===== src/include/rx_sync_defs.svh =====
`ifndef RX_SYNC_DEFS_SVH
`define RX_SYNC_DEFS_SVH

// --------------------------------------------------
// signal path widths
// --------------------------------------------------
// packed I/Q, 16 bits each
`define RX_IN_DW        32
`define RX_PHASE_DW     20
`define RX_CNT_W        16

// --------------------------------------------------
// register bus
// --------------------------------------------------
`define RX_AXIL_ADDR_W  8
`define RX_AXIL_DATA_W  32
`define RX_ID           32'h5253_0001

// byte offsets
`define RX_REG_ID       8'h00
`define RX_REG_CTRL     8'h04
`define RX_REG_SAMPLE   8'h08
`define RX_REG_PHASE    8'h0C
`define RX_REG_INC      8'h10
`define RX_REG_NID2     8'h14
`define RX_REG_NID      8'h18
`define RX_REG_IBAR     8'h1C

`endif

===== src/logic/rx_axil_pkg.sv =====
`default_nettype none

`include "rx_sync_defs.svh"

package rx_axil_pkg;

    // --------------------------------------------------
    // AXI4-Lite channel payloads
    // --------------------------------------------------
    typedef logic [`RX_AXIL_ADDR_W-1:0]   axil_addr_t;
    typedef logic [`RX_AXIL_DATA_W-1:0]   axil_data_t;
    typedef logic [`RX_AXIL_DATA_W/8-1:0] axil_strb_t;
    typedef logic [1:0]                   axil_resp_t;

    localparam axil_resp_t RESP_OKAY = 2'b00;

    // --------------------------------------------------
    // register index
    // --------------------------------------------------
    // byte offset without the two low bits
    typedef logic [2:0] reg_idx_t;

endpackage

`default_nettype wire


===== src/logic/rx_sync_pkg.sv =====
`default_nettype none

`include "rx_sync_defs.svh"

package rx_sync_pkg;

    // one received sample, Q in the upper half
    typedef logic [`RX_IN_DW-1:0] sample_t;

    // oscillator phase and phase increment
    typedef logic signed [`RX_PHASE_DW-1:0] phase_t;

    // PSS sector
    typedef logic [1:0] n_id_2_t;

    // physical cell identity, 0 to 1007
    typedef logic [9:0] n_id_t;

    // SSB index
    typedef logic [2:0] ibar_t;

    // saturating detection count
    typedef logic [`RX_CNT_W-1:0] cnt_t;

endpackage

`default_nettype wire


===== src/logic/rx_sync_top.sv =====
`default_nettype none

module rx_sync_top
    import rx_sync_pkg::*;
    import rx_axil_pkg::*;
(
    input  wire logic       clk_i,
    input  wire logic       reset_ni,

    input  wire sample_t    sample_i,
    input  wire logic       sample_valid_i,
    input  wire phase_t     cfo_inc_i,
    input  wire logic       cfo_valid_i,

    input  wire n_id_2_t    n_id_2_i,
    input  wire logic       n_id_2_valid_i,
    input  wire n_id_t      n_id_i,
    input  wire logic       n_id_valid_i,
    input  wire ibar_t      ibar_i,
    input  wire logic       ibar_valid_i,

    input  wire axil_addr_t s_axil_awaddr_i,
    input  wire logic       s_axil_awvalid_i,
    output logic            s_axil_awready_o,
    input  wire axil_data_t s_axil_wdata_i,
    input  wire axil_strb_t s_axil_wstrb_i,
    input  wire logic       s_axil_wvalid_i,
    output logic            s_axil_wready_o,
    output axil_resp_t      s_axil_bresp_o,
    output logic            s_axil_bvalid_o,
    input  wire logic       s_axil_bready_i,
    input  wire axil_addr_t s_axil_araddr_i,
    input  wire logic       s_axil_arvalid_i,
    output logic            s_axil_arready_o,
    output axil_data_t      s_axil_rdata_o,
    output axil_resp_t      s_axil_rresp_o,
    output logic            s_axil_rvalid_o,
    input  wire logic       s_axil_rready_i
);

    logic    cfo_mode;
    phase_t  phase;
    phase_t  inc_acc;
    sample_t last_sample;
    n_id_2_t n_id_2_q;
    n_id_t   n_id_q;
    ibar_t   ibar_q;
    cnt_t    n_id_2_cnt;
    cnt_t    n_id_cnt;
    cnt_t    ibar_cnt;

    cfo_phase_tracker u_tracker (
        .clk_i          (clk_i),
        .reset_ni       (reset_ni),
        .sample_i       (sample_i),
        .sample_valid_i (sample_valid_i),
        .cfo_inc_i      (cfo_inc_i),
        .cfo_valid_i    (cfo_valid_i),
        .cfo_mode_i     (cfo_mode),
        .phase_o        (phase),
        .inc_acc_o      (inc_acc),
        .last_sample_o  (last_sample)
    );

    // --------------------------------------------------
    // detection captures
    // --------------------------------------------------
    detect_capture #(.payload_t(n_id_2_t)) u_cap_nid2 (
        .clk_i    (clk_i),
        .reset_ni (reset_ni),
        .value_i  (n_id_2_i),
        .valid_i  (n_id_2_valid_i),
        .value_o  (n_id_2_q),
        .count_o  (n_id_2_cnt)
    );

    detect_capture #(.payload_t(n_id_t)) u_cap_nid (
        .clk_i    (clk_i),
        .reset_ni (reset_ni),
        .value_i  (n_id_i),
        .valid_i  (n_id_valid_i),
        .value_o  (n_id_q),
        .count_o  (n_id_cnt)
    );

    detect_capture #(.payload_t(ibar_t)) u_cap_ibar (
        .clk_i    (clk_i),
        .reset_ni (reset_ni),
        .value_i  (ibar_i),
        .valid_i  (ibar_valid_i),
        .value_o  (ibar_q),
        .count_o  (ibar_cnt)
    );

    rx_regmap u_regmap (
        .clk_i            (clk_i),
        .reset_ni         (reset_ni),
        .s_axil_awaddr_i  (s_axil_awaddr_i),
        .s_axil_awvalid_i (s_axil_awvalid_i),
        .s_axil_awready_o (s_axil_awready_o),
        .s_axil_wdata_i   (s_axil_wdata_i),
        .s_axil_wstrb_i   (s_axil_wstrb_i),
        .s_axil_wvalid_i  (s_axil_wvalid_i),
        .s_axil_wready_o  (s_axil_wready_o),
        .s_axil_bresp_o   (s_axil_bresp_o),
        .s_axil_bvalid_o  (s_axil_bvalid_o),
        .s_axil_bready_i  (s_axil_bready_i),
        .s_axil_araddr_i  (s_axil_araddr_i),
        .s_axil_arvalid_i (s_axil_arvalid_i),
        .s_axil_arready_o (s_axil_arready_o),
        .s_axil_rdata_o   (s_axil_rdata_o),
        .s_axil_rresp_o   (s_axil_rresp_o),
        .s_axil_rvalid_o  (s_axil_rvalid_o),
        .s_axil_rready_i  (s_axil_rready_i),
        .phase_i          (phase),
        .inc_acc_i        (inc_acc),
        .last_sample_i    (last_sample),
        .n_id_2_i         (n_id_2_q),
        .n_id_i           (n_id_q),
        .ibar_i           (ibar_q),
        .n_id_2_cnt_i     (n_id_2_cnt),
        .n_id_cnt_i       (n_id_cnt),
        .ibar_cnt_i       (ibar_cnt),
        .cfo_mode_o       (cfo_mode)
    );

endmodule

`default_nettype wire


===== src/logic/rx_regmap.sv =====
`default_nettype none

`include "rx_sync_defs.svh"

module rx_regmap
    import rx_sync_pkg::*;
    import rx_axil_pkg::*;
(
    input  wire logic       clk_i,
    input  wire logic       reset_ni,

    // write address / data / response
    input  wire axil_addr_t s_axil_awaddr_i,
    input  wire logic       s_axil_awvalid_i,
    output logic            s_axil_awready_o,
    input  wire axil_data_t s_axil_wdata_i,
    input  wire axil_strb_t s_axil_wstrb_i,
    input  wire logic       s_axil_wvalid_i,
    output logic            s_axil_wready_o,
    output axil_resp_t      s_axil_bresp_o,
    output logic            s_axil_bvalid_o,
    input  wire logic       s_axil_bready_i,

    // read address / data
    input  wire axil_addr_t s_axil_araddr_i,
    input  wire logic       s_axil_arvalid_i,
    output logic            s_axil_arready_o,
    output axil_data_t      s_axil_rdata_o,
    output axil_resp_t      s_axil_rresp_o,
    output logic            s_axil_rvalid_o,
    input  wire logic       s_axil_rready_i,

    // tracker and captures
    input  wire phase_t     phase_i,
    input  wire phase_t     inc_acc_i,
    input  wire sample_t    last_sample_i,
    input  wire n_id_2_t    n_id_2_i,
    input  wire n_id_t      n_id_i,
    input  wire ibar_t      ibar_i,
    input  wire cnt_t       n_id_2_cnt_i,
    input  wire cnt_t       n_id_cnt_i,
    input  wire cnt_t       ibar_cnt_i,

    output logic            cfo_mode_o
);

    logic       aw_ready_q;
    logic       b_valid_q;
    logic       ar_ready_q;
    logic       r_valid_q;
    axil_data_t r_data_q;
    logic       cfo_mode_q;
    logic       wr_fire;
    logic       rd_fire;
    reg_idx_t   ar_idx;
    axil_data_t rd_mux;

    // --------------------------------------------------
    // write path
    // --------------------------------------------------
    assign wr_fire = aw_ready_q && s_axil_awvalid_i && s_axil_wvalid_i;

    always_ff @(posedge clk_i) begin
        if (!reset_ni) begin
            aw_ready_q <= 1'b0;
            b_valid_q  <= 1'b0;
            cfo_mode_q <= 1'b0;
        end else begin
            // one cycle accept, only with no response outstanding
            aw_ready_q <= s_axil_awvalid_i && s_axil_wvalid_i && !b_valid_q && !aw_ready_q;
            if (wr_fire) begin
                b_valid_q <= 1'b1;
                // only CTRL is writable
                if (s_axil_awaddr_i == `RX_REG_CTRL) begin
                    cfo_mode_q <= s_axil_wdata_i[0];
                end
            end else if (s_axil_bready_i) begin
                b_valid_q <= 1'b0;
            end
        end
    end

    // --------------------------------------------------
    // read path
    // --------------------------------------------------
    assign rd_fire = ar_ready_q && s_axil_arvalid_i;
    assign ar_idx  = s_axil_araddr_i[4:2];

    always_comb begin
        rd_mux = '0;
        if (s_axil_araddr_i[`RX_AXIL_ADDR_W-1:5] == '0) begin
            case (ar_idx)
                reg_idx_t'(`RX_REG_ID >> 2):     rd_mux = `RX_ID;
                reg_idx_t'(`RX_REG_CTRL >> 2):   rd_mux = {31'b0, cfo_mode_q};
                reg_idx_t'(`RX_REG_SAMPLE >> 2): rd_mux = last_sample_i;
                reg_idx_t'(`RX_REG_PHASE >> 2):
                    rd_mux = {{(`RX_AXIL_DATA_W-`RX_PHASE_DW){phase_i[`RX_PHASE_DW-1]}}, phase_i};
                reg_idx_t'(`RX_REG_INC >> 2):
                    rd_mux = {{(`RX_AXIL_DATA_W-`RX_PHASE_DW){inc_acc_i[`RX_PHASE_DW-1]}},
                              inc_acc_i};
                // count on top, value at bit 0
                reg_idx_t'(`RX_REG_NID2 >> 2):
                    rd_mux = {n_id_2_cnt_i,
                              {(`RX_AXIL_DATA_W-`RX_CNT_W-$bits(n_id_2_t)){1'b0}}, n_id_2_i};
                reg_idx_t'(`RX_REG_NID >> 2):
                    rd_mux = {n_id_cnt_i,
                              {(`RX_AXIL_DATA_W-`RX_CNT_W-$bits(n_id_t)){1'b0}}, n_id_i};
                default:
                    rd_mux = {ibar_cnt_i,
                              {(`RX_AXIL_DATA_W-`RX_CNT_W-$bits(ibar_t)){1'b0}}, ibar_i};
            endcase
        end
    end

    always_ff @(posedge clk_i) begin
        if (!reset_ni) begin
            ar_ready_q <= 1'b0;
            r_valid_q  <= 1'b0;
        end else if (rd_fire) begin
            ar_ready_q <= 1'b0;
            r_valid_q  <= 1'b1;
        end else if (r_valid_q && s_axil_rready_i) begin
            ar_ready_q <= 1'b1;
            r_valid_q  <= 1'b0;
        end else begin
            ar_ready_q <= !r_valid_q;
        end
    end

    // data taken at the address handshake
    always_ff @(posedge clk_i) begin
        if (rd_fire) begin
            r_data_q <= rd_mux;
        end
    end

    assign s_axil_awready_o = aw_ready_q;
    assign s_axil_wready_o  = aw_ready_q;
    assign s_axil_bvalid_o  = b_valid_q;
    assign s_axil_bresp_o   = RESP_OKAY;
    assign s_axil_arready_o = ar_ready_q;
    assign s_axil_rvalid_o  = r_valid_q;
    assign s_axil_rdata_o   = r_data_q;
    assign s_axil_rresp_o   = RESP_OKAY;
    assign cfo_mode_o       = cfo_mode_q;

endmodule

`default_nettype wire


===== src/logic/detect_capture.sv =====
`default_nettype none

module detect_capture
    import rx_sync_pkg::*;
#(
    parameter type payload_t = logic
)
(
    input  wire logic     clk_i,
    input  wire logic     reset_ni,

    input  wire payload_t value_i,
    input  wire logic     valid_i,

    output payload_t      value_o,
    output cnt_t          count_o
);

    payload_t value_q;
    cnt_t     count_q;

    always_ff @(posedge clk_i) begin
        if (!reset_ni) begin
            value_q <= '0;
            count_q <= '0;
        end else if (valid_i) begin
            value_q <= value_i;
            // stick at all ones
            if (count_q != '1) begin
                count_q <= count_q + 1'b1;
            end
        end
    end

    assign value_o = value_q;
    assign count_o = count_q;

endmodule

`default_nettype wire


===== src/logic/cfo_phase_tracker.sv =====
`default_nettype none

module cfo_phase_tracker
    import rx_sync_pkg::*;
(
    input  wire logic    clk_i,
    input  wire logic    reset_ni,

    input  wire sample_t sample_i,
    input  wire logic    sample_valid_i,

    input  wire phase_t  cfo_inc_i,
    input  wire logic    cfo_valid_i,

    input  wire logic    cfo_mode_i,

    output phase_t       phase_o,
    output phase_t       inc_acc_o,
    output sample_t      last_sample_o
);

    phase_t  phase_q;
    phase_t  inc_acc_q;
    sample_t last_sample_q;

    always_ff @(posedge clk_i) begin
        if (!reset_ni) begin
            phase_q       <= '0;
            inc_acc_q     <= '0;
            last_sample_q <= '0;
        end else begin
            if (cfo_mode_i) begin
                // manual CFO, oscillator parked at zero
                inc_acc_q <= '0;
                phase_q   <= '0;
            end else begin
                // corrections are relative to the previous one
                if (cfo_valid_i) begin
                    inc_acc_q <= inc_acc_q - cfo_inc_i;
                end
                // old increment, wraps at 20 bits
                if (sample_valid_i) begin
                    phase_q <= phase_q + inc_acc_q;
                end
            end
            if (sample_valid_i) begin
                last_sample_q <= sample_i;
            end
        end
    end

    assign phase_o       = phase_q;
    assign inc_acc_o     = inc_acc_q;
    assign last_sample_o = last_sample_q;

endmodule

`default_nettype wire


===== config.mk =====
export PLATFORM = sky130hd
export DESIGN_NAME = rx_sync_top
export DESIGN_NICKNAME = d
export VERILOG_FILES = /design/src/logic/rx_axil_pkg.sv /design/src/logic/rx_sync_pkg.sv /design/src/logic/rx_sync_top.sv /design/src/logic/rx_regmap.sv /design/src/logic/detect_capture.sv /design/src/logic/cfo_phase_tracker.sv
export VERILOG_INCLUDE_DIRS = /design/src /design/src/include
export SDC_FILE = /design/constraint.sdc
export NUM_CORES = 1
export LEC_CHECK = 0
export BUFFER_PORTS_ARGS = -buffer_cell sky130_fd_sc_hd__buf_4
export CELL_PAD_IN_SITES_DETAIL_PLACEMENT = 1
export CELL_PAD_IN_SITES_GLOBAL_PLACEMENT = 1
export CORE_ASPECT_RATIO = 0.8
export CORE_MARGIN = 4
export CORE_UTILIZATION = 40
export CTS_CLUSTER_DIAMETER = 30
export DETAILED_ROUTE_END_ITERATION = 10
export PLACE_DENSITY = 0.75
export SLEW_MARGIN = 20
export SYNTH_ARGS = -nofsm -noshare
export SYNTH_HDL_FRONTEND = slang
export SYNTH_SLANG_ARGS = --single-unit

===== constraint.sdc =====
create_clock -name clk_i -period 2.9 [get_ports clk_i]
set_clock_uncertainty 0.15 [all_clocks]
set_input_delay 0.435 -clock clk_i [delete_from_list [all_inputs] [get_ports clk_i]]
set_output_delay 0.435 -clock clk_i [all_outputs]
set_load 0.02 [all_outputs]

# After elaboration in Yosys (flattened, before gate mapping)
# Index checks and enable logic that the tools add are counted.
# word_totals
register_bits	172
in_bits	131
output_inout_bits	41
wordCells	57
# op_classes
addsub	5
eq_ne	10
mux	6
bitwise	1
n_reduce_logical	20
# op_table
op	n
one-hot mux 32 bit (7 select lines)	1
adder 16 x 1 -> 16 bit, second input constant	3
inequality test 16 bit, second input constant	3
adder 20 bit	1
subtractor 20 bit	1
== test 3 bit, second input constant	3
== test 8 x 3 -> 1 bit, second input constant	1
AND reduction 2 bit	4
logical AND 1 bit	7
== test 3 x 2 -> 1 bit, second input constant	2
logical NOT 3 bit	2
2-to-1 mux 1 bit	5
nonzero test 2 bit	2
OR reduction 2 bit	2
== test 3 x 1 -> 1 bit, second input constant	1
logical NOT 1 bit	3
inverter 1 bit	1

# Logic depth before layout (Yosys ltp)
# Gate-level depths: netlist (run 1).
# depth
ltp_word	3
mapped_depth	10
mapped_depth_nobuf	10

# By module
# A second synthesis (run 1) with hierarchy kept.
# hier_totals
cells_unflattened	1105
area_unflattened_um2	10062.2
# by_module_without_submodules
mod	instances	cells_each	area_per_inst_um2	seq_area_each_um2
cfo_phase_tracker	1	539	4558.1	1441.4
rx_regmap	1	240	2416.1	1061.0
detect_capture at u_cap_nid	1	123	1166.1	520.5
detect_capture at u_cap_ibar	1	102	982.2	380.4
detect_capture at u_cap_nid2	1	101	939.7	360.3

# Least setup slack after synthesis (run 1)
# Ideal clock, no wire load.
# synth_timing
path_type	input to register
start	input cfo_inc_i[0]
end	register u_tracker.inc_acc_q[18], in the netlist u_tracker.inc_acc_o[18]
setup_ns	0.123
t_arrival_ns	2.237
required_time_ns	2.627
setup_slack_ns	0.390
cell_stages	9
n_path_buf	0
path_cell_list	ha_1 > fa_1 > inv_1 > a21oi_1 > o21ai_0 > a41oi_1 > o41ai_1 > xnor2_1 > o21ai_0
# synth_between
elab_chain_cells	1
# synth_lines
element	line_no	source
from (decl)	rx_sync_top.sv:12	input wire phase_t cfo_inc_i,
subtractor 20 bit	cfo_phase_tracker.sv:39	inc_acc_q <= inc_acc_q - cfo_inc_i;
to (signal assigned)	cfo_phase_tracker.sv:39	
to (decl)	cfo_phase_tracker.sv:23	phase_t inc_acc_q;
# No other way between the ends.
# A chain may end at the register's enable or synchronous reset.

# Worst setup path in the final report (run 1)
# layout_timing
start	register u_tracker.inc_acc_q[4], in the netlist u_tracker.inc_acc_o[4]
end	register u_tracker.phase_q[19], in the netlist u_tracker.phase_o[19]
# layout_between
elab_chain_cells	1
# layout_lines
element	line_no	source
adder 20 bit	cfo_phase_tracker.sv:43	phase_q <= phase_q + inc_acc_q;
to (signal assigned)	cfo_phase_tracker.sv:43	
to (decl)	cfo_phase_tracker.sv:22	phase_t phase_q;
# No other way between the ends.

==> out/qor.yml, run 1 <==
logic_synthesis:
  syn_avg_cell_area_um2: 9.023
  synth_edf_count: 32
  synth_flop_cell: "dfxtp_1"
  synth_top_area_frac: 0.2903
  postSynthCellCount: 1070
  yosys_warnings: 0
  syn-cell-area_mm2: 0.009654
  async_flop_share: 0
  synth-seq-area-share: 0.3898
  synthTopCellsByArea: "dfxtp_1 (29%), edfxtp_1 (10%), mux2i_1 (8.2%), ha_1 (5.3%), nor2b_1 (4.2%)"
  yosysTopAreaCell: "dfxtp_1"
  ys_ff_latch: 172
  synth.distinct_cells: 69
die:
  ios: 172
  die_height_um: 147.0
  die_area_mm2: 0.02670
  core_mm2: 0.02359
  row_count: 50
  die_w_um: 181.7
  start_util: 0.4093
drt:
  vias: 8367
  drt_iter0_drc: 560
  vias_per_cell: 5.512
  ant_nets: 0
  drc: 0
  finalWirelength_um: 29300
  wl_per_cell_um: 19.30
  first_pass_iters: 5
flow_run:
  drv_cap: 0
timing:
  rsz0062_at_grt: "no"
  tns_ns: 0
  hold_viol: 0
  setup_viol: 0
  fin_crit_sh: 0.9273
  hold_slack_ns: 0.09614
  fin_crit_ns: 2.689
  fin_ws_ns: 0.2109
  timing.fmax_ghz: 0.3719
  slew_violations: 0
  worstMarginPinSlew_ns: 0.9509
  max_slew_margin: 0.3661
critical_path:
  crit_fanout: 5
  startpoint_type: "flop"
  reg2reg_to: "u_tracker.phase_o[19]"
  cp_common_cell: "a21oi_1"
  cpPeakStageDelay_ns: 0.42
  cp.arrival_ns: 2.91
  r2r-start: "u_tracker.inc_acc_o[4]"
  worst-path-buf-inv: 0
  critical_path.top_delay_family: "compound AO/OA/AOI/OAI gates"
  startpoint: "u_tracker.inc_acc_o[4]"
  r2r_cells: 8
  critical-path-slowest-cell: "a221o_1"
  cp.required_ns: 3.12
  crit_path_end_kind: "flop"
  critical_path_class: "reg -> reg"
  worstPathCellList: "ha_1 > a21oi_1 > o211ai_1 > a221o_1 > a41oi_2 > xnor2_1 > or3_1 > a21oi_1"
  r2r_slack_ns: 0.21
pwr:
  p_per_area_mw_per_mm2: 565.8
  clockPowerShare: 0.369
  switchingPower_mw: 2.062
  swShare: 0.3127
  p_seq_frac: 0.414
  p_comb_frac: 0.217
  p_leak_nw: 4.935
  p_int_mw: 4.533
  ir_drop_uv: 456.3
layout:
  drive_above_1_share: 0.1733
  final.fill_count: 2744
  fin_cells: 1518
  finalNetCount: 1367
  regArea_mm2: 0.003764
  multi_input_area_mm2: 0.005527
  area_growth_pct: 20.72
  final_cell_mix: "buf_4 (159), dfxtp_1 (140), mux2i_1 (79), nor2_1 (78), nand2_1 (66)"
  insertedDiodeCount: 0
  layout_commonest_cell: "buf_4"
hold_path:
  whs_path_depth: 3
  hp-start: "n_id_i[5]"
  holdPathEnd: "u_cap_nid.value_o[5]"
  timing.hold.worst.class: "in -> reg"
cts:
  clkLatencyLatePin_ns: 0.44
  root_buffer: "clkbuf_16"
  htreeDepth: 4
  tritoncts: "done"
  cts.sinks: 172
  cts_buffer_depth: 2
  clk_pin_slew_worst_paths_ns: 0.07
  cts_hold_buf: 0
  cts_made_buffers: 17
  post_cts_buffers: 0
grt:
  grt_pass1_wl_um: 46520
  grt_max_degree: 101
  track_usage: 0.2163
  antenna_found_initial: 0
  grt_pass1_vias: 8577
  overflow: 0
outcome:
  status: "finished clean"
placement:
  dp_cells: 1486
  portBuffers: 130
  hpwl_um: 21890
  place.gp.congestion: 0.8496
  dp_slack_ns: 0.07838
-- registers in the layout (all words and copies together) (netlist names) --
register and cells:
u_regmap.s_axil_arready_o 1, u_cap_ibar.count_o 16, u_cap_nid2.value_o 2, u_cap_nid2.count_o 16, u_regmap.cfo_mode_o 1, u_regmap.s_axil_rdata_o 32, u_tracker.phase_o 20, u_regmap.s_axil_rvalid_o 1
u_regmap.s_axil_awready_o 1, u_cap_nid.value_o 10, u_cap_nid.count_o 16, u_cap_ibar.value_o 3, u_tracker.last_sample_o 32, u_tracker.inc_acc_o 20, u_regmap.s_axil_bvalid_o 1
-- worst max path at each step --
stage | end | slack, ns | cells past startpoint
floorplan | u_tracker.inc_acc_o[18] | 0.39 | 9
global placement | u_tracker.inc_acc_o[16] | 0.10 | 12
detailed placement | u_tracker.inc_acc_o[16] | 0.08 | 12
CTS | u_tracker.phase_o[17] | 0.15 | 8
global route | u_tracker.inc_acc_o[18] | 0.03 | 8
finish | u_tracker.phase_o[19] | 0.21 | 8
-- kinds of logic after synthesis --
group,synth area share
and+or+nand+nor,0.2074
AOI/OAI and AO/OA,0.1582
buffers and inverters,0.04095
DFF,0.3898
other,0.0003884
muxes,0.08424
xor gates and xnor gates,0.06169
adders and majority gates,0.05728
-- cell type report --
| cell class | count | share of cell area |
|---|---|---|
| Sequential cell | 172 | 0.3229 |
| Tap cell | 312 | 0.03349 |
| Timing Repair Buffer | 160 | 0.1041 |
| Clock inverter | 15 | 0.01621 |
| Multi-Input combinational cell | 803 | 0.4742 |
| Clock buffer | 17 | 0.03650 |
| Inverter | 39 | 0.01256 |
-- power by group through the flow --
stage / Sequential, mW / Clock (mW) / Combinational [mW]
6_report: 2.73 / 2.43 / 1.43
5_1_grt: 2.75 / 2.59 / 1.59
4_1_cts: 2.73 / 2.49 / 1.43
3_5_place_dp: 2.78 / 0 / 1.41
3_3_place_gp: 2.78 / 0 / 1.37
2_1_floorplan: 2.75 / 0 / 0.949
-- worst min-delay path: stages --
cell,delay [ns]
buf_4,0.08
mux2i_1,0.05
nor2b_1,0.09
-- routing by layer --
| metal | track usage | vias to the layer above | wire length (µm) | share of wire |
|---|---|---|---|---|
| li1 | - | 4064 | - | - |
| met5 | 0 | - | 0 | 0 |
| met2 | 0.3397 | 194 | 13010 | 0.44 |
| met1 | 0.3089 | 4077 | 14360 | 0.49 |
| met3 | 0.04059 | 32 | 1549 | 0.053 |
| met4 | 0.05214 | 0 | 391 | 0.013 |
-- cells in the mapped netlist, drive strengths merged (5+ instances only) --
cell type and count:
nand2 67, nor2 78, o22ai 5, nor2b 66, o211ai 5, and3 15, a211oi 7, o21ai 63
and4 7, clkbuf 41, edfxtp 32, nand4 16, a31oi 5, nand2b 8, xnor2 44, ha 41
a221oi 16, a21o 11, a21oi 45, or3 8, a21boi 7, nor3 20, a22oi 5, a22o 18
and2 51, buf 18, o21bai 5, mux2i 79, dfxtp 140, nand3 36, xor2 24, inv 39
-- metrics by stage --
| stage | total power, mW | utilization | instance area (µm²) |
|---|---|---|---|
| 6_report | 6.595 | 0.4942 | 11650 |
| 5_1_grt | 6.930 | 0.4942 | 11650 |
| 4_1_cts | 6.647 | 0.4936 | 11640 |
| 3_5_place_dp | 4.193 | 0.4675 | 11030 |
| 3_3_place_gp | 4.146 | 0.4675 | 11030 |
| 2_1_floorplan | 3.694 | - | 9666 |
-- what timing repair did --
item | 4_1_cts | 5_1_grt
setup endpoints to repair | 0 | 2
gates resized for setup | 0 | 2
hold endpoints to repair | 0 | 0
Power figures use the tool's default switching activity.
==> run 2: changes to the inputs <==
- ABC_AREA: not set -> 1
- PLACE_DENSITY: 0.75 -> 0.79
- SLEW_MARGIN: 20 -> not set
==> run 2 against run 1 <==
Net effect: count of clock-buffer cells in the layout up 3; sequential power down 2%; hold slack worse by 0.039 ns; critical path type unchanged.
==> out/qor.yml, run 2 <==
logic_synthesis:
  syn-cell-area_mm2: 0.01026  # +6.2%
  postSynthCellCount: 1520  # +42%
  synth_flop_cell: "dfxtp_1"
  yosys_warnings: 0  # unchanged
  synth.distinct_cells: 45  # -35%
  synth_edf_count: 32  # unchanged
  yosysTopAreaCell: "dfxtp_1"
  ys_ff_latch: 172  # unchanged
  synth_top_area_frac: 0.2733  # -0.01704
  ys_top_cells_by_count: "nand2_1 (346), inv_1 (215), nor2_1 (206)"
  synthTopCellsByArea: "dfxtp_1 (27%), nand2_1 (13%), edfxtp_1 (9.4%), inv_1 (7.9%), nor2_1 (7.5%)"
  async_flop_share: 0  # unchanged
  synth-seq-area-share: 0.3670  # -0.02288
  synth_most_common_cell: "nand2_1"
  syn_avg_cell_area_um2: 6.747  # -25%
pwr:
  p_per_area_mw_per_mm2: 524.1  # -7.4%
  ir_drop_uv: 445.5  # -2.4%
  p_leak_nw: 5.563  # +13%
drt:
  drt_iter0_drc: 676  # +21%
  first_pass_iters: 5  # unchanged
  wl_per_cell_um: 18.14  # -6.0%
  finalWirelength_um: 35710  # +22%
  drc: 0  # unchanged
  vias_per_cell: 5.284  # -4.1%
  ant_nets: 0  # unchanged
  vias: 10400  # +24%
critical_path:
  cp.required_ns: 3.09  # -0.03 ns
  startpoint_type: "flop"
  crit_path_end_kind: "flop"
  crit_fanout: 4  # -1
  cp.arrival_ns: 2.57  # -0.34 ns
  startpoint: "u_tracker.inc_acc_o[0]"
  r2r-start: "u_tracker.inc_acc_o[0]"
  critical_path_class: "reg -> reg"
grt:
  grt_pass1_wl_um: 56550  # +22%
  track_usage: 0.2502  # +0.03390
  overflow: 0  # unchanged
  grt_max_degree: 70  # -31%
  antenna_found_initial: 0  # unchanged
  grt_pass1_vias: 10590  # +23%
die:
  core_mm2: 0.02524  # +7.0%
  die_height_um: 151.2  # +2.9%
  row_count: 52  # +4.0%
  ios: 172  # unchanged
  start_util: 0.4063  # -0.003062
  die_area_mm2: 0.02828  # +5.9%
  die_w_um: 187.0  # +2.9%
layout:
  final_cell_mix: "nand2_1 (346), inv_1 (214), nor2_1 (206), buf_4 (142), dfxtp_1 (140)"
  final.fill_count: 3333  # +21%
  insertedDiodeCount: 0  # unchanged
  finalNetCount: 1806  # +32%
  area_growth_pct: 17.79
  layout_commonest_cell: "nand2_1"
  drive_above_1_share: 0.1235  # -0.04982
timing:
  fin_crit_ns: 2.380  # -0.3091 ns
  hold_slack_ns: 0.05742  # -0.03872 ns
  worstMarginPinSlew_ns: 1.001  # +0.05018 ns
  rsz0062_at_grt: "no"
  max_slew_margin: 0.3316  # -0.03443
  setup_viol: 0  # unchanged
  timing.fmax_ghz: 0.4202  # +13%
  slew_violations: 0  # unchanged
  tns_ns: 0  # unchanged
  hold_viol: 0  # unchanged
  fin_crit_sh: 0.8207  # -0.1066
cts:
  cts.sinks: 172  # unchanged
  htreeDepth: 4  # unchanged
  tritoncts: "done"
  cts_made_buffers: 17  # unchanged
  root_buffer: "clkbuf_16"
  cts_resized: 0  # unchanged
  cts_hold_buf: 0  # unchanged
  post_cts_buffers: 0  # unchanged
  clk_pin_slew_worst_paths_ns: 0.08  # about the same
  cts_buffer_depth: 2  # unchanged
  clkLatencyLatePin_ns: 0.45  # about the same
placement:
  place.gp.congestion: 0.9273  # +9.1%
  hpwl_um: 26650  # +22%
  portBuffers: 130  # unchanged
hold_path:
  hp-start: "sample_i[29]"
  timing.hold.worst.class: "in -> reg"
flow_run:
  drv_cap: 0  # unchanged
outcome:
  status: "finished clean"
==> run 2: cell types whose count changed after synthesis, moves of 31 or more <==
cell,change
a21oi_1,+76
nand2_1,+280
xnor2_1,-31
nand3_1,+49
and2_1,-48
inv_1,+176
nor2_1,+128
o21ai_0,+38
nor2b_1,-65
mux2i_1,-79
==> run 2: report_power, final <==
part / internal (mW) / switching, mW
sequential: 2.57 / 0.105
clock: 1.36 / 1.01
combinational: 0.456 / 0.832
total: 4.38 / 1.95
==> run 2: path summary, 6_finish.rpt <==
kind / end / slack [ns] / cells past startpoint
worst min register to register: u_regmap.s_axil_awready_o / 0.31 / 1
worst min-delay path: u_tracker.last_sample_o[29] / 0.06 / 3
worst max register to register: u_tracker.phase_o[16] / 0.52 / 13
worst max-delay path: u_tracker.phase_o[16] / 0.52 / 13
==> run 2: cell families after synthesis <==
| kind of cell | after synthesis | synth area share |
|---|---|---|
| adders and majority gates | 43 | 0.05392 |
| buffers and inverters | 276 | 0.1067 |
| DFF | 172 | 0.3670 |
| other | 1 | 0.0003656 |
| and+or+nand+nor | 692 | 0.2769 |
| xor gates and xnor gates | 44 | 0.03757 |
| AOI/OAI and AO/OA | 292 | 0.1575 |
==> run 2: through the flow <==
stage / power [mW] / instance area, µm² / setup WS [ns] / instances / utilization
3_3_place_gp: 3.929 / 11490 / 0.5268 / 1937 / 0.4550
3_5_place_dp: 3.986 / 11490 / 0.4653 / 1937 / 0.4550
2_1_floorplan: 3.540 / 10270 / 0.9179 / 1523 / -
5_1_grt: 6.633 / 12080 / 0.2901 / 1968 / 0.4785
4_1_cts: 6.345 / 12080 / 0.5352 / 1968 / 0.4785
6_report: 6.331 / 12080 / 0.5199 / 1968 / 0.4785
==> run 2: per-layer routing <==
metal  GRT usage  routed length [µm]  vias to the layer above  part of all wire
li1            -                   -                     5120                 -
met1      0.3571               17480                     5003              0.49
met2      0.3993               15900                      240              0.45
met3     0.04724                1914                       36             0.054
met4     0.04952                 406                        0             0.011
met5           0                   0                        -                 0
==> run 2: area by class of cell <==
| cell class | instances | area (µm²) | share of cell area |
|---|---|---|---|
| Clock buffer | 20 | 479.2 | 0.03967 |
| Clock inverter | 11 | 115.1 | 0.009529 |
| Inverter | 224 | 842.1 | 0.06971 |
| Multi-Input combinational cell | 1075 | 5409 | 0.4477 |
| Sequential cell | 172 | 3764 | 0.3115 |
| Tap cell | 324 | 405.4 | 0.03356 |
| Timing Repair Buffer | 142 | 1066 | 0.08824 |
==> run 2: critical path, cell delays in order, from the launching register on <==
cell,delay [ns]
dfxtp_1,0.38
ha_1,0.22
inv_1,0.07
fa_1,0.41
inv_1,0.11
nand3_1,0.07
nand3_1,0.14
nand2_1,0.08
nand2_1,0.22
nand2_1,0.12
nand3_1,0.09
nand3_1,0.08
nand2_1,0.08
inv_1,0.04
==> run 3: changes to the inputs <==
- CORE_UTILIZATION: 40 -> 37
- PLACE_DENSITY: 0.79 -> 0.77
- clock period: 2.9 -> 2 ns (I/O delays scaled with it)
==> run 3 against run 2 <==
Net effect: sequential power is 46% higher; final cell count up 8.2%; sequential share of layout area down 3.7 points; design area rose by 14%; via count rose by 5.9%; critical path type unchanged; flip-flop and latch count unchanged; the run now ends with negative setup slack left; critical path depth is 1 lower; highest routed layer unchanged; clock power increased by 41%; fmax up 16%.
==> out/qor.yml, run 3 (synthesized netlist as in run 2, its figures left out) <==
die:
  row_count: 54  # +3.8%
  die_height_um: 156.9  # +3.8%
  core_mm2: 0.02730  # +8.1%
  start_util: 0.3757  # -0.03054
  die_w_um: 194.1  # +3.8%
  ios: 172  # unchanged
  die_area_mm2: 0.03046  # +7.7%
timing:
  setup_viol: 4  # +4
  fin_crit_ns: 2.059  # -0.3213 ns
  fin_crit_sh: 1.029  # +0.2086
  max_slew_margin: 0.6059  # +0.2743
  hold_slack_ns: 0.01753  # -0.03989 ns
  fin_ws_ns: -0.05871  # -0.5787 ns
  rsz0062_at_grt: "yes"
  slew_violations: 0  # unchanged
  worstMarginPinSlew_ns: 0.5905  # -0.4106 ns
  timing.fmax_ghz: 0.4857  # +16%
  hold_viol: 0  # unchanged
drt:
  first_pass_iters: 5  # unchanged
  drc: 0  # unchanged
  drt_iter0_drc: 744  # +10%
  vias_per_cell: 5.171  # -2.1%
  wl_per_cell_um: 17.89  # -1.4%
  ant_nets: 0  # unchanged
  finalWirelength_um: 38080  # +6.7%
  vias: 11010  # +5.9%
critical_path:
  startpoint_type: "flop"
  crit_path_end_kind: "flop"
  cp.arrival_ns: 2.26  # -0.31 ns
  critical_path_class: "reg -> reg"
  crit_fanout: 3  # -1
  r2r_cells: 12  # -1
  cp.required_ns: 2.20  # -0.89 ns
layout:
  regArea_mm2: 0.003782  # +0.50%
  fin_cells: 2129  # +8.2%
  multi_input_area_mm2: 0.005963  # +10%
  layout_commonest_cell: "nand2_1"
  drive_above_1_share: 0.2193  # +0.09578
  final.fill_count: 3450  # +3.5%
  final_util: 0.5045  # +0.02595
  final_cell_mix: "nand2_1 (317), inv_1 (209), buf_4 (204), nor2_1 (196), dfxtp_1 (127)"
  area_growth_pct: 34.27
  insertedDiodeCount: 0  # unchanged
  finalNetCount: 1926  # +6.6%
  design_area_mm2: 0.01377  # +14%
cts:
  clk_pin_slew_worst_paths_ns: 0.07  # about the same
  clkLatencyLatePin_ns: 0.45  # about the same
  cts_made_buffers: 17  # unchanged
  root_buffer: "clkbuf_16"
  tritoncts: "done"
  htreeDepth: 4  # unchanged
  cts_buffer_depth: 2  # unchanged
  cts.sinks: 172  # unchanged
placement:
  dp_cells: 2038  # +5.2%
  hpwl_um: 27810  # +4.4%
  place.gp.congestion: 0.8899  # -4.0%
  place_area_mm2: 0.01206  # +5.0%
  portBuffers: 130  # unchanged
pwr:
  p_leak_nw: 6.205  # +12%
  ir_drop_uv: 589.7  # +32%
  power_mw: 9.629  # +52%
  p_per_area_mw_per_mm2: 699.3  # +33%
grt:
  gr-max-usage-layer: "met2"
  grt_pass1_wl_um: 59070  # +4.5%
  grt_max_degree: 48  # -31%
  track_usage: 0.2408  # -0.009380
  antenna_found_initial: 0  # unchanged
  grt_util_met2: 0.3959  # -0.003437
  use_met1: 0.3389  # -0.01822
  grt_pass1_vias: 11170  # +5.5%
  use_met3: 0.03702  # -0.01021
  overflow: 0  # unchanged
hold_path:
  timing.hold.worst.class: "in -> reg"
  whs_path_depth: 3  # unchanged
flow_run:
  drv_cap: 0  # unchanged
outcome:
  violations: "negative setup slack"
  status: "complete, but fails checks"
## run 3: repair_timing
item	CTS	global route
resized for setup	25	114
hold endpoints to repair	50	0
hold buffers	53	0
setup buffers	1	5
pin swaps	4	18
endpoints found under the setup margin	17	33
## run 3: path summary, 6_finish.rpt
path                          startpoint                     endpoint  slack [ns]
setup / recovery  u_tracker.inc_acc_o[0]         u_tracker.phase_o[8]       -0.06
hold / removal              sample_i[17]  u_tracker.last_sample_o[17]        0.02
setup reg to reg  u_tracker.inc_acc_o[0]         u_tracker.phase_o[8]       -0.06
hold reg to reg   u_cap_nid2.count_o[13]       u_cap_nid2.count_o[13]        0.34
## run 3: power by group
part | switching (mW) | internal (mW)
clock | 1.49 | 1.84
sequential | 0.168 | 3.73
combinational | 1.39 | 1.02
total | 3.04 | 6.59
## run 3: per-stage QoR
stage / setup TNS (ns) / setup slack, ns
after floorplan: 0 / 0.08938
after global placement: -0.4413 / -0.1147
after detailed placement: -1.532 / -0.2252
after CTS: -0.01125 / -0.01125
after global routing: -0.7486 / -0.1313
final: -0.1397 / -0.05871
## run 3: routing by layer
metal	wire [µm]	up-vias
met5	0	-
met4	647	0
met3	1775	46
met2	17690	262
met1	17970	5328
li1	-	5373
## run 3: worst max-delay path, cell delays in order, from the launching register on
cell	delay [ns]
dfxtp_4	0.38
ha_4	0.15
inv_2	0.04
fa_2	0.40
inv_2	0.11
nand3_2	0.08
nand3_2	0.09
nand2_2	0.07
nand2_4	0.12
buf_4	0.13
nor2_1	0.04
o21ai_1	0.14
inv_1	0.05
## run 3: cell type report
cell class / instances / area share
multi-input combinational: 1075 / 0.4330
sequential: 172 / 0.2747
timing repair buffer: 262 / 0.1570
inverter: 224 / 0.06133
tap: 364 / 0.03307
clock buffer: 22 / 0.03226
clock inverter: 10 / 0.008632
